## config.mk

```make
export PLATFORM = sky130hd
export DESIGN_NAME = rv_decoder
export DESIGN_NICKNAME = d
export VERILOG_FILES = /design/src/rv_pkg.sv /design/src/rv_decoder.sv
export VERILOG_INCLUDE_DIRS = /design/src
export SDC_FILE = /design/constraint.sdc
export NUM_CORES = 1
export LEC_CHECK = 0
export CORE_MARGIN = 2
export CORE_UTILIZATION = 45
export DETAILED_ROUTE_END_ITERATION = 10
export DONT_BUFFER_PORTS = 1
export PLACE_DENSITY_LB_ADDON = 0.3
export SLEW_MARGIN = 40
export SYNTH_ARGS = -nofsm -noshare
export SYNTH_HDL_FRONTEND = slang
export SYNTH_SLANG_ARGS = --single-unit
```

## constraint.sdc

```tcl
create_clock -name vclk -period 3.3
set_clock_uncertainty 0.15 [all_clocks]
set_input_delay 0.825 -clock vclk [all_inputs]
set_output_delay 0.825 -clock vclk [all_outputs]
set_load 0.03 [all_outputs]
```

## src/rv_settings.svh

```systemverilog
`ifndef RV_SETTINGS_SVH
`define RV_SETTINGS_SVH

`define RV_XLEN          32
`define RV_NREG          32

`define RV_OP_LOAD       7'b0000011
`define RV_OP_STORE      7'b0100011
`define RV_OP_BRANCH     7'b1100011
`define RV_OP_JAL        7'b1101111
`define RV_OP_JALR       7'b1100111
`define RV_OP_OPIMM      7'b0010011
`define RV_OP_OP         7'b0110011
`define RV_OP_LUI        7'b0110111
`define RV_OP_AUIPC      7'b0010111

`define RV_FUNCT7_MULDIV 7'b0000001

`endif

```

## src/rv_pkg.sv

```systemverilog
`include "rv_settings.svh"

package rv_pkg;

    typedef logic [`RV_XLEN-1:0] word_t;

    typedef enum logic [3:0] {
        ALU_ADD,
        ALU_SUB,
        ALU_AND,
        ALU_OR,
        ALU_XOR,
        ALU_SLL,
        ALU_SRL,
        ALU_SRA,
        ALU_SLT,
        ALU_SLTU,
        ALU_MUL,
        ALU_MULH,
        ALU_MULHSU,
        ALU_MULHU,
        ALU_PASSB                                        // lui
    } alu_op_e;

    typedef enum logic [2:0] {
        BR_NONE, BR_EQ, BR_NE, BR_LT, BR_GE, BR_LTU, BR_GEU, BR_ALWAYS
    } br_cond_e;

    typedef enum logic [1:0] {
        WB_ALU, WB_LOAD, WB_DIV, WB_PC4
    } wb_src_e;

    typedef enum logic [1:0] {
        SZ_B, SZ_H, SZ_W                                 // same code as funct3[1:0]
    } mem_size_e;

    typedef struct packed {
        logic [4:0] rs1;
        logic [4:0] rs2;
        logic [4:0] rd;
        alu_op_e    alu_op;
        br_cond_e   br_cond;
        wb_src_e    wb_src;
        logic       reg_write;
        logic       use_imm;                             // operand b is the immediate
        logic       use_pc;                              // operand a is the pc
        logic       mem_read;
        logic       mem_write;
        mem_size_e  mem_size;
        logic       mem_unsigned;
        logic       div_start;
        logic       div_signed;
        logic       div_rem;                             // remainder, not quotient
        logic       jalr;
    } ctrl_t;

    typedef struct packed {
        logic       cyc;
        logic       stb;
        logic       we;
        word_t      adr;
        word_t      dat;
        logic [3:0] sel;
    } wb_req_t;

    typedef struct packed {
        word_t dat;
        logic  ack;
    } wb_rsp_t;

endpackage

```

## src/rv_decoder.sv

```systemverilog
`include "rv_settings.svh"

module rv_decoder
    import rv_pkg::*;
(
    input  word_t i_inst,
    output ctrl_t o_ctrl,
    output word_t o_imm
);
    logic [6:0] opcode;
    logic [2:0] funct3;
    logic [6:0] funct7;
    word_t      imm_i, imm_s, imm_b, imm_u, imm_j;

    assign opcode = i_inst[6:0];
    assign funct3 = i_inst[14:12];
    assign funct7 = i_inst[31:25];

    assign imm_i = {{20{i_inst[31]}}, i_inst[31:20]};
    assign imm_s = {{20{i_inst[31]}}, i_inst[31:25], i_inst[11:7]};
    assign imm_b = {{20{i_inst[31]}}, i_inst[7], i_inst[30:25], i_inst[11:8], 1'b0};
    assign imm_u = {i_inst[31:12], 12'h000};
    assign imm_j = {{12{i_inst[31]}}, i_inst[19:12], i_inst[20], i_inst[30:21], 1'b0};

    // shared by op and op-imm, alt picks sub / sra
    function automatic alu_op_e base_op(input logic [2:0] f3, input logic alt);
        case (f3)
            3'b000:  return alt ? ALU_SUB : ALU_ADD;
            3'b001:  return ALU_SLL;
            3'b010:  return ALU_SLT;
            3'b011:  return ALU_SLTU;
            3'b100:  return ALU_XOR;
            3'b101:  return alt ? ALU_SRA : ALU_SRL;
            3'b110:  return ALU_OR;
            default: return ALU_AND;
        endcase
    endfunction

    function automatic br_cond_e branch_cond(input logic [2:0] f3);
        case (f3)
            3'b000:  return BR_EQ;
            3'b001:  return BR_NE;
            3'b100:  return BR_LT;
            3'b101:  return BR_GE;
            3'b110:  return BR_LTU;
            3'b111:  return BR_GEU;
            default: return BR_NONE;                     // 010 and 011 are reserved
        endcase
    endfunction

    always_comb begin
        o_ctrl     = '0;
        o_ctrl.rs1 = i_inst[19:15];
        o_ctrl.rs2 = i_inst[24:20];
        o_ctrl.rd  = i_inst[11:7];
        o_imm      = imm_i;
        case (opcode)
            `RV_OP_LUI: begin
                o_ctrl.alu_op    = ALU_PASSB;
                o_ctrl.use_imm   = 1'b1;
                o_ctrl.reg_write = 1'b1;
                o_imm            = imm_u;
            end
            `RV_OP_AUIPC: begin
                o_ctrl.use_pc    = 1'b1;
                o_ctrl.use_imm   = 1'b1;
                o_ctrl.reg_write = 1'b1;
                o_imm            = imm_u;
            end
            `RV_OP_JAL: begin
                o_ctrl.use_pc    = 1'b1;                 // alu forms the target
                o_ctrl.use_imm   = 1'b1;
                o_ctrl.br_cond   = BR_ALWAYS;
                o_ctrl.wb_src    = WB_PC4;
                o_ctrl.reg_write = 1'b1;
                o_imm            = imm_j;
            end
            `RV_OP_JALR: begin
                if (funct3 == 3'b000) begin
                    o_ctrl.use_imm   = 1'b1;
                    o_ctrl.br_cond   = BR_ALWAYS;
                    o_ctrl.jalr      = 1'b1;
                    o_ctrl.wb_src    = WB_PC4;
                    o_ctrl.reg_write = 1'b1;
                end
            end
            `RV_OP_BRANCH: begin
                o_ctrl.use_pc  = 1'b1;
                o_ctrl.use_imm = 1'b1;
                o_ctrl.br_cond = branch_cond(funct3);
                o_imm          = imm_b;
            end
            `RV_OP_LOAD: begin
                if (funct3 inside {3'b000, 3'b001, 3'b010, 3'b100, 3'b101}) begin
                    o_ctrl.use_imm      = 1'b1;
                    o_ctrl.mem_read     = 1'b1;
                    o_ctrl.mem_size     = mem_size_e'(funct3[1:0]);
                    o_ctrl.mem_unsigned = funct3[2];
                    o_ctrl.wb_src       = WB_LOAD;
                    o_ctrl.reg_write    = 1'b1;
                end
            end
            `RV_OP_STORE: begin
                if (funct3 inside {3'b000, 3'b001, 3'b010}) begin
                    o_ctrl.use_imm   = 1'b1;
                    o_ctrl.mem_write = 1'b1;
                    o_ctrl.mem_size  = mem_size_e'(funct3[1:0]);
                end
                o_imm = imm_s;
            end
            `RV_OP_OPIMM: begin
                o_ctrl.use_imm = 1'b1;
                o_ctrl.alu_op  = base_op(funct3, funct3 == 3'b101 && funct7[5]);
                if (funct3 == 3'b001) begin
                    o_ctrl.reg_write = (funct7 == 7'b0000000);
                end else if (funct3 == 3'b101) begin
                    o_ctrl.reg_write = (funct7 == 7'b0000000) || (funct7 == 7'b0100000);
                end else begin
                    o_ctrl.reg_write = 1'b1;
                end
            end
            `RV_OP_OP: begin
                if (funct7 == `RV_FUNCT7_MULDIV) begin
                    o_ctrl.reg_write = 1'b1;
                    if (funct3[2]) begin
                        o_ctrl.div_start  = 1'b1;
                        o_ctrl.div_signed = ~funct3[0];
                        o_ctrl.div_rem    = funct3[1];
                        o_ctrl.wb_src     = WB_DIV;
                    end else begin
                        case (funct3[1:0])
                            2'b00:   o_ctrl.alu_op = ALU_MUL;
                            2'b01:   o_ctrl.alu_op = ALU_MULH;
                            2'b10:   o_ctrl.alu_op = ALU_MULHSU;
                            default: o_ctrl.alu_op = ALU_MULHU;
                        endcase
                    end
                end else if (funct7 == 7'b0000000 ||
                             (funct7 == 7'b0100000 && funct3 inside {3'b000, 3'b101})) begin
                    o_ctrl.alu_op    = base_op(funct3, funct7[5]);
                    o_ctrl.reg_write = 1'b1;
                end
            end
            default: ;                                   // unknown opcode runs as a nop
        endcase
    end

endmodule

```

Word-level counts from Yosys, hierarchy flattened
Cells that the tools add are included.

Reductions and logical operators: 14. Mux-type cells: 39. Equal/unequal tests: 20. Bitwise operators: 1.

Operator list (number): $pmux W31 S4 (1); $pmux W4 S7 (2); $eq A7 B6 Y1 const B (4); $eq A7 B7 Y1 const B (3); $mux W3 (6); $pmux W3 S3 (2); $pmux W3 S6 (1); $mux W1 (16); $eq A7 B5 Y1 const B (2); $eq A3 B3 Y1 const B (4); $mux W4 (3); $pmux W4 S3 (1); $pmux W2 S4 (1); $eq A7 B1 Y1 const B (1); $eq A7 B2 Y1 const B (1); $logic_not A7 Y1 (1); $mux W7 (1); $eq A3 B2 Y1 const B (2); $reduce_or A3 Y1 (2); $pmux W1 S5 (1); $reduce_bool A5 Y1 (1); $reduce_or A5 Y1 (1); $mux W2 (2); $pmux W1 S4 (1); 12 further kinds (14).

Output and inout bits: 68. Flip-flop bits (word level): 0. Word-level logic and storage cells: 74. Input bits: 32.

Longest topological paths before layout
Gate-level depths: netlist of the first run.

Word-level depth: 7. Mapped depth: 7. Mapped depth without buffers: 4.

Worst setup path before layout of the first run
Ideal clock, no wire load.

Kind: input-to-output. From: input i_inst[2]. To: output o_ctrl[11] (netlist name). Path buffers: 1. Stages on the path: 5. Data arrival time: 2463 ps. Path slack: -138 ps. Data required time: 2325 ps. Cell sequence: buf_2 > nand4bb_4 > a2111oi_2 > nor3_1 > or3b_1.

RTL lines: start: declaration (line rv_decoder.sv:6) `input word_t i_inst,`; end: declaration (line rv_decoder.sv:7) `output ctrl_t o_ctrl,`.

==> results of run 1 <==
==> area by class of cell <==
cell class	instances	area share
Multi-Input combinational cell	134	0.783
Inverter	5	0.0159
Tap cell	30	0.0318
Timing Repair Buffer	25	0.169
==> cells in the mapped netlist (3+ instances only) <==
master,number,area share
a21o_1,21,0.14
a21oi_1,5,0.022
a22o_1,4,0.031
buf_2,7,0.031
buf_4,19,0.13
clkbuf_1,3,0.010
inv_1,5,0.017
nand2_1,11,0.037
nand2b_1,5,0.028
nand3_1,3,0.013
nand3b_1,3,0.020
nor2_1,11,0.037
nor2b_1,9,0.051
nor3_1,5,0.022
nor4_1,5,0.028
o21ai_0,4,0.018
o21ai_1,6,0.027
o31ai_1,3,0.020
==> where the power goes <==
part	leakage, nW	total (mW)	switching [mW]	internal [mW]
sequential	0	0	0	0
clock	0	0	0	0
combinational	0.550	0.128	0.0861	0.0422
total	0.550	0.128	0.0861	0.0422
==> cells by family after synthesis <==
logic type	Yosys count	share of synthesized area
AO/OA/AOI/OAI	57	0.369
XOR/XNOR	1	0.00786
buffers and inverters	35	0.196
AND/OR/NAND/NOR	76	0.426
==> worst max path at each step <==
stage	cells past startpoint	end	slack, ps	startpoint
2_1_floorplan	5	o_ctrl[11]	10	i_inst[2]
3_3_place_gp	4	o_ctrl[18]	290	i_inst[27]
3_5_place_dp	4	o_ctrl[18]	260	i_inst[27]
4_1_cts	4	o_ctrl[18]	260	i_inst[27]
5_1_grt	5	o_ctrl[16]	120	i_inst[2]
6_report	4	o_ctrl[18]	250	i_inst[27]
==> cells in the final DEF (no fill, tap or decap), types with 2 or more instances in the layout <==
cell      instances
nand2_1          11
o21ai_1           6
a21oi_1           5
nor4_1            4
a21o_1           21
nand4_1           2
nor2_1           11
a22o_1            4
o21ai_0           4
or3_1             2
nand2b_1          5
o31ai_1           2
a211o_1           2
nor3_1            4
nand3b_1          3
nor4_2            3
nor3b_1           2
nand4b_1          2
inv_1             5
nor4b_1           2
nand3_1           3
buf_4            24
or3b_1            2
or2_1             2
nor2b_1           9
==> critical path, delay by kind of cell <==
family	cells	cell delay (ps)
AOI/OAI and AO/OA	1	340
and+or+nand+nor	3	910
==> per-layer routing <==
metal / track usage / up-vias
li1: - / 600
met1: 0.273 / 601
met2: 0.425 / 73
met3: 0.0250 / 4
met4: 0.0470 / 0
met5: 0 / -
==> through the flow <==
| step | cells | instance area (um2) | hold slack [ps] | setup slack, ps |
|---|---|---|---|---|
| global placement | 194 | 1180 | 1500 | 294 |
| finish | 194 | 1180 | 1500 | 252 |
| global route | 194 | 1180 | 1500 | 124 |
| CTS | 194 | 1180 | 1500 | 255 |
| floorplan | 169 | 1140 | 1550 | 13.2 |
| detailed placement | 194 | 1180 | 1500 | 260 |
==> results.yml, run 1 <==
detailed_routing:
  met1_length_um: 1450
  vias: 1278
  dr_wl_met3_um: 258
  wl_met2_um: 1760
  via_per_inst: 6.59
  wirelength_um: 3500
  post_drt_wl_per_cell_um: 18.0
  ant_nets: 0
  drc: 0
  top_layer: "met4"
  drt_iter0_drc: 31
  drt_pre_antenna_iters: 4
synth:
  synth.distinct_cells: 49
  avgSynthCellArea_um2: 6.60
  netlist_instances: 169
  ys_seq_area_frac: 0
  syn-num-nets: 201
  ys_warn_count: 0
  netlist_area_um2: 1110
sta:
  timing.final.hold_violations: 0
  tns_ps: 0
  timing.final.crit_share: 0.924
  rsz0062_at_grt: "false"
  fmax_mhz: 328
  final-setup-viol-count: 0
  relSlewSlack: 0.519
  tightest_slew_ps: 719
  min_period_ps: 3050
  finalMaxSlewViolations: 0
status:
  status: "finished, final reports clean"
final_layout:
  seqCellArea_um2: 0
  multiInputGateArea_um2: 925
  fin_nets: 198
  num-clock-buffers: 0
  fill_cells: 250
  n_sequential_cell: 0
  final_layout_size_suffix_gt1_frac: 0.213
  post-route-util: 0.490
  antenna_cells: 0
  area_growth_syn_to_layout_pct: 5.95
job:
  maxCapViolations: 0
placed_design:
  portBuffers: 0
  finalWeightedCongestion: 0.781
  dpl.hpwl_um: 2650
min_path:
  hold_start: "i_inst[7]"
  min_to: "o_ctrl[21]"
  hp-class: "input port to primary output"
  min_path_cells: 0
floorplan:
  start_util: 0.463
  core-area_um2: 2410
  rows: 18
  io_pins: 100
  die_y_um: 53.8
  fp.dieW_um: 53.8
  dieArea_um2: 2890
critical_path:
  critPathKind: "input port to primary output"
  slowest_delay_ps: 510
  arrival_ps: 2070
  cp_cell_sequence: "or4_1 -> nor2_1 -> and4_1 -> a221o_1"
  cp-start-kind: "input port"
  crit_slowest_cell: "or4_1"
  cp.required_ps: 2320
  worstSetupEndpointType: "primary output"
  critPathMaxFanout: 7
global_route:
  grt_pass1_wl_um: 5050
  grt_pass1_vias: 1145
  grt_start_max_net_pins: 22
  grt_overflow_total: 0
  gr-usage-all-layers: 0.227
  antenna_found_initial: 0
pwr:
  irDropWorstVdd_mv: 0.0591
  powerDensity_nw_per_um2: 109
  power_mw: 0.128
  p_leak_nw: 0.550
clocking:
  postCtsSetupBuffers: 0
  hold_buffers: 0
  cts_resized: 0
Note: power is estimated with default switching activity, not from simulation.
==> run 2, diff against run 1 <==
--- a/config.mk
+++ b/config.mk
@@ -11,5 +11,4 @@
 export DETAILED_ROUTE_END_ITERATION = 10
 export DONT_BUFFER_PORTS = 1
-export PLACE_DENSITY_LB_ADDON = 0.3
 export SLEW_MARGIN = 40
 export SYNTH_ARGS = -nofsm -noshare
==> constraint.sdc (replaced) <==
create_clock -name vclk -period 3.95
set_clock_uncertainty 0.15 [all_clocks]
set_input_delay 0.5925 -clock vclk [all_inputs]
set_output_delay 0.5925 -clock vclk [all_outputs]
set_load 0.03 [all_outputs]
==> run 2 against run 1 <==
Combinational power decreased by 24%. Power shrank 24%. First-iteration DRC count did not move. Setup slack gained 990 ps. Final cell count shrank 9.8%. Core utilization is 7.2 points lower. Largest cell class unchanged. Largest power group unchanged. Highest routed layer unchanged.
==> results.yml, run 2 (synthesized netlist as in run 1, its figures left out) <==
status:
  status: "finished, final reports clean"
final_layout:
  final_cell_mix: "a21o_1, nand2_1, nor2_1"
  post-route-util: 0.418
  stdcell_area_um2: 1010
  final_layout_size_suffix_gt1_frac: 0.103
  seqCellArea_um2: 0
  num-clock-buffers: 0
  final_common_cell: "a21o_1"
  final_cells: 175
  multiInputGateArea_um2: 906
  n_sequential_cell: 0
  antenna_cells: 0
  fin_nets: 179
  fill_cells: 247
  area_growth_syn_to_layout_pct: -9.65
detailed_routing:
  post_drt_wl_per_cell_um: 18.5
  ant_nets: 0
  drt_pre_antenna_iters: 4
  drt_iter0_drc: 31
  vias: 1225
  via_per_inst: 7.00
  drc: 0
  wirelength_um: 3240
sta:
  finalMaxSlewViolations: 0
  timing.final.hold_violations: 0
  rsz0062_at_grt: "false"
  tightest_slew_ps: 709
  final-setup-viol-count: 0
  tns_ps: 0
  min_period_ps: 2700
  timing.final.crit_share: 0.684
  relSlewSlack: 0.525
  fmax_mhz: 370
floorplan:
  rows: 18
  dieArea_um2: 2890
  die_y_um: 53.8
  start_util: 0.463
  io_pins: 100
  fp.dieW_um: 53.8
  core-area_um2: 2410
placed_design:
  dpl.hpwl_um: 2380
  dpl_cell_area_um2: 1010
  dp.cells: 175
  finalWeightedCongestion: 0.804
  portBuffers: 0
global_route:
  antenna_found_initial: 0
  grt_overflow_total: 0
  grt_pass1_wl_um: 4490
  grt_pass1_vias: 1012
  grt_start_max_net_pins: 22
  gr-usage-all-layers: 0.201
critical_path:
  crit_slowest_cell: "nor2b_1"
  cp.required_ps: 3210
  worstSetupEndpointType: "primary output"
  arrival_ps: 1960
  critPathKind: "input port to primary output"
  crit_buf_inv: 1
  critPathMaxFanout: 20
  cp_cell_sequence: "nand2_1 -> nor3_2 -> buf_4 -> nor2b_1 -> a21o_1"
  slowest_delay_ps: 580
  critical_path.top_delay_family: "simple AND/OR/NAND/NOR gates"
  cp-start-kind: "input port"
clocking:
  hold_buffers: 0
  cts_resized: 0
  postCtsSetupBuffers: 0
min_path:
  hp-class: "input port to primary output"
job:
  maxCapViolations: 0
pwr:
  p_leak_nw: 0.446
  powerDensity_nw_per_um2: 96.4
  irDropWorstVdd_mv: 0.0479
  power_mw: 0.0971
-- run 2: cell count changes in the layout (fill, tap and decap cells not counted) --
| cell | delta |
|---|---|
| nor4_2 | -1 |
| o31ai_1 | +1 |
| nor3_2 | +1 |
| nor4_1 | +1 |
| nor3_1 | -1 |
| buf_4 | -18 |
| a2111oi_4 | -1 |
| buf_12 | -1 |
| a2111oi_2 | +1 |
| o31ai_2 | -1 |
-- run 2: power breakdown --
part / internal, mW / leakage (nW) / switching (mW) / total [mW]
sequential: 0 / 0 / 0 / 0
clock: 0 / 0 / 0 / 0
combinational: 0.0279 / 0.446 / 0.0692 / 0.0971
-- run 2: metal layers --
metal	vias to the layer above	global-route usage	wire length [um]
li1	564	-	-
met1	576	0.254	1370
met2	79	0.352	1550
met3	6	0.0278	277
met4	0	0.0513	41
met5	-	0	0
-- run 2: area by class of cell --
cell class / count / share of cell area
Multi-Input combinational cell: 134 / 0.899
Timing Repair Buffer: 6 / 0.0447
Tap cell: 30 / 0.0373
Inverter: 5 / 0.0186
-- run 2: worst paths after layout --
check	start	end	slack, ps	depth (start not counted)
setup / recovery	i_inst[1]	o_imm[27]	1250	5
hold / removal	i_inst[8]	o_ctrl[22]	1040	0
-- run 2: per-stage QoR --
stage / hold WS [ps] / setup WS, ps
3_5_place_dp: 1040 / 1240
4_1_cts: 1040 / 1240
6_report: 1040 / 1250
3_3_place_gp: 1040 / 1240
5_1_grt: 1040 / 1040
2_1_floorplan: 1110 / 977
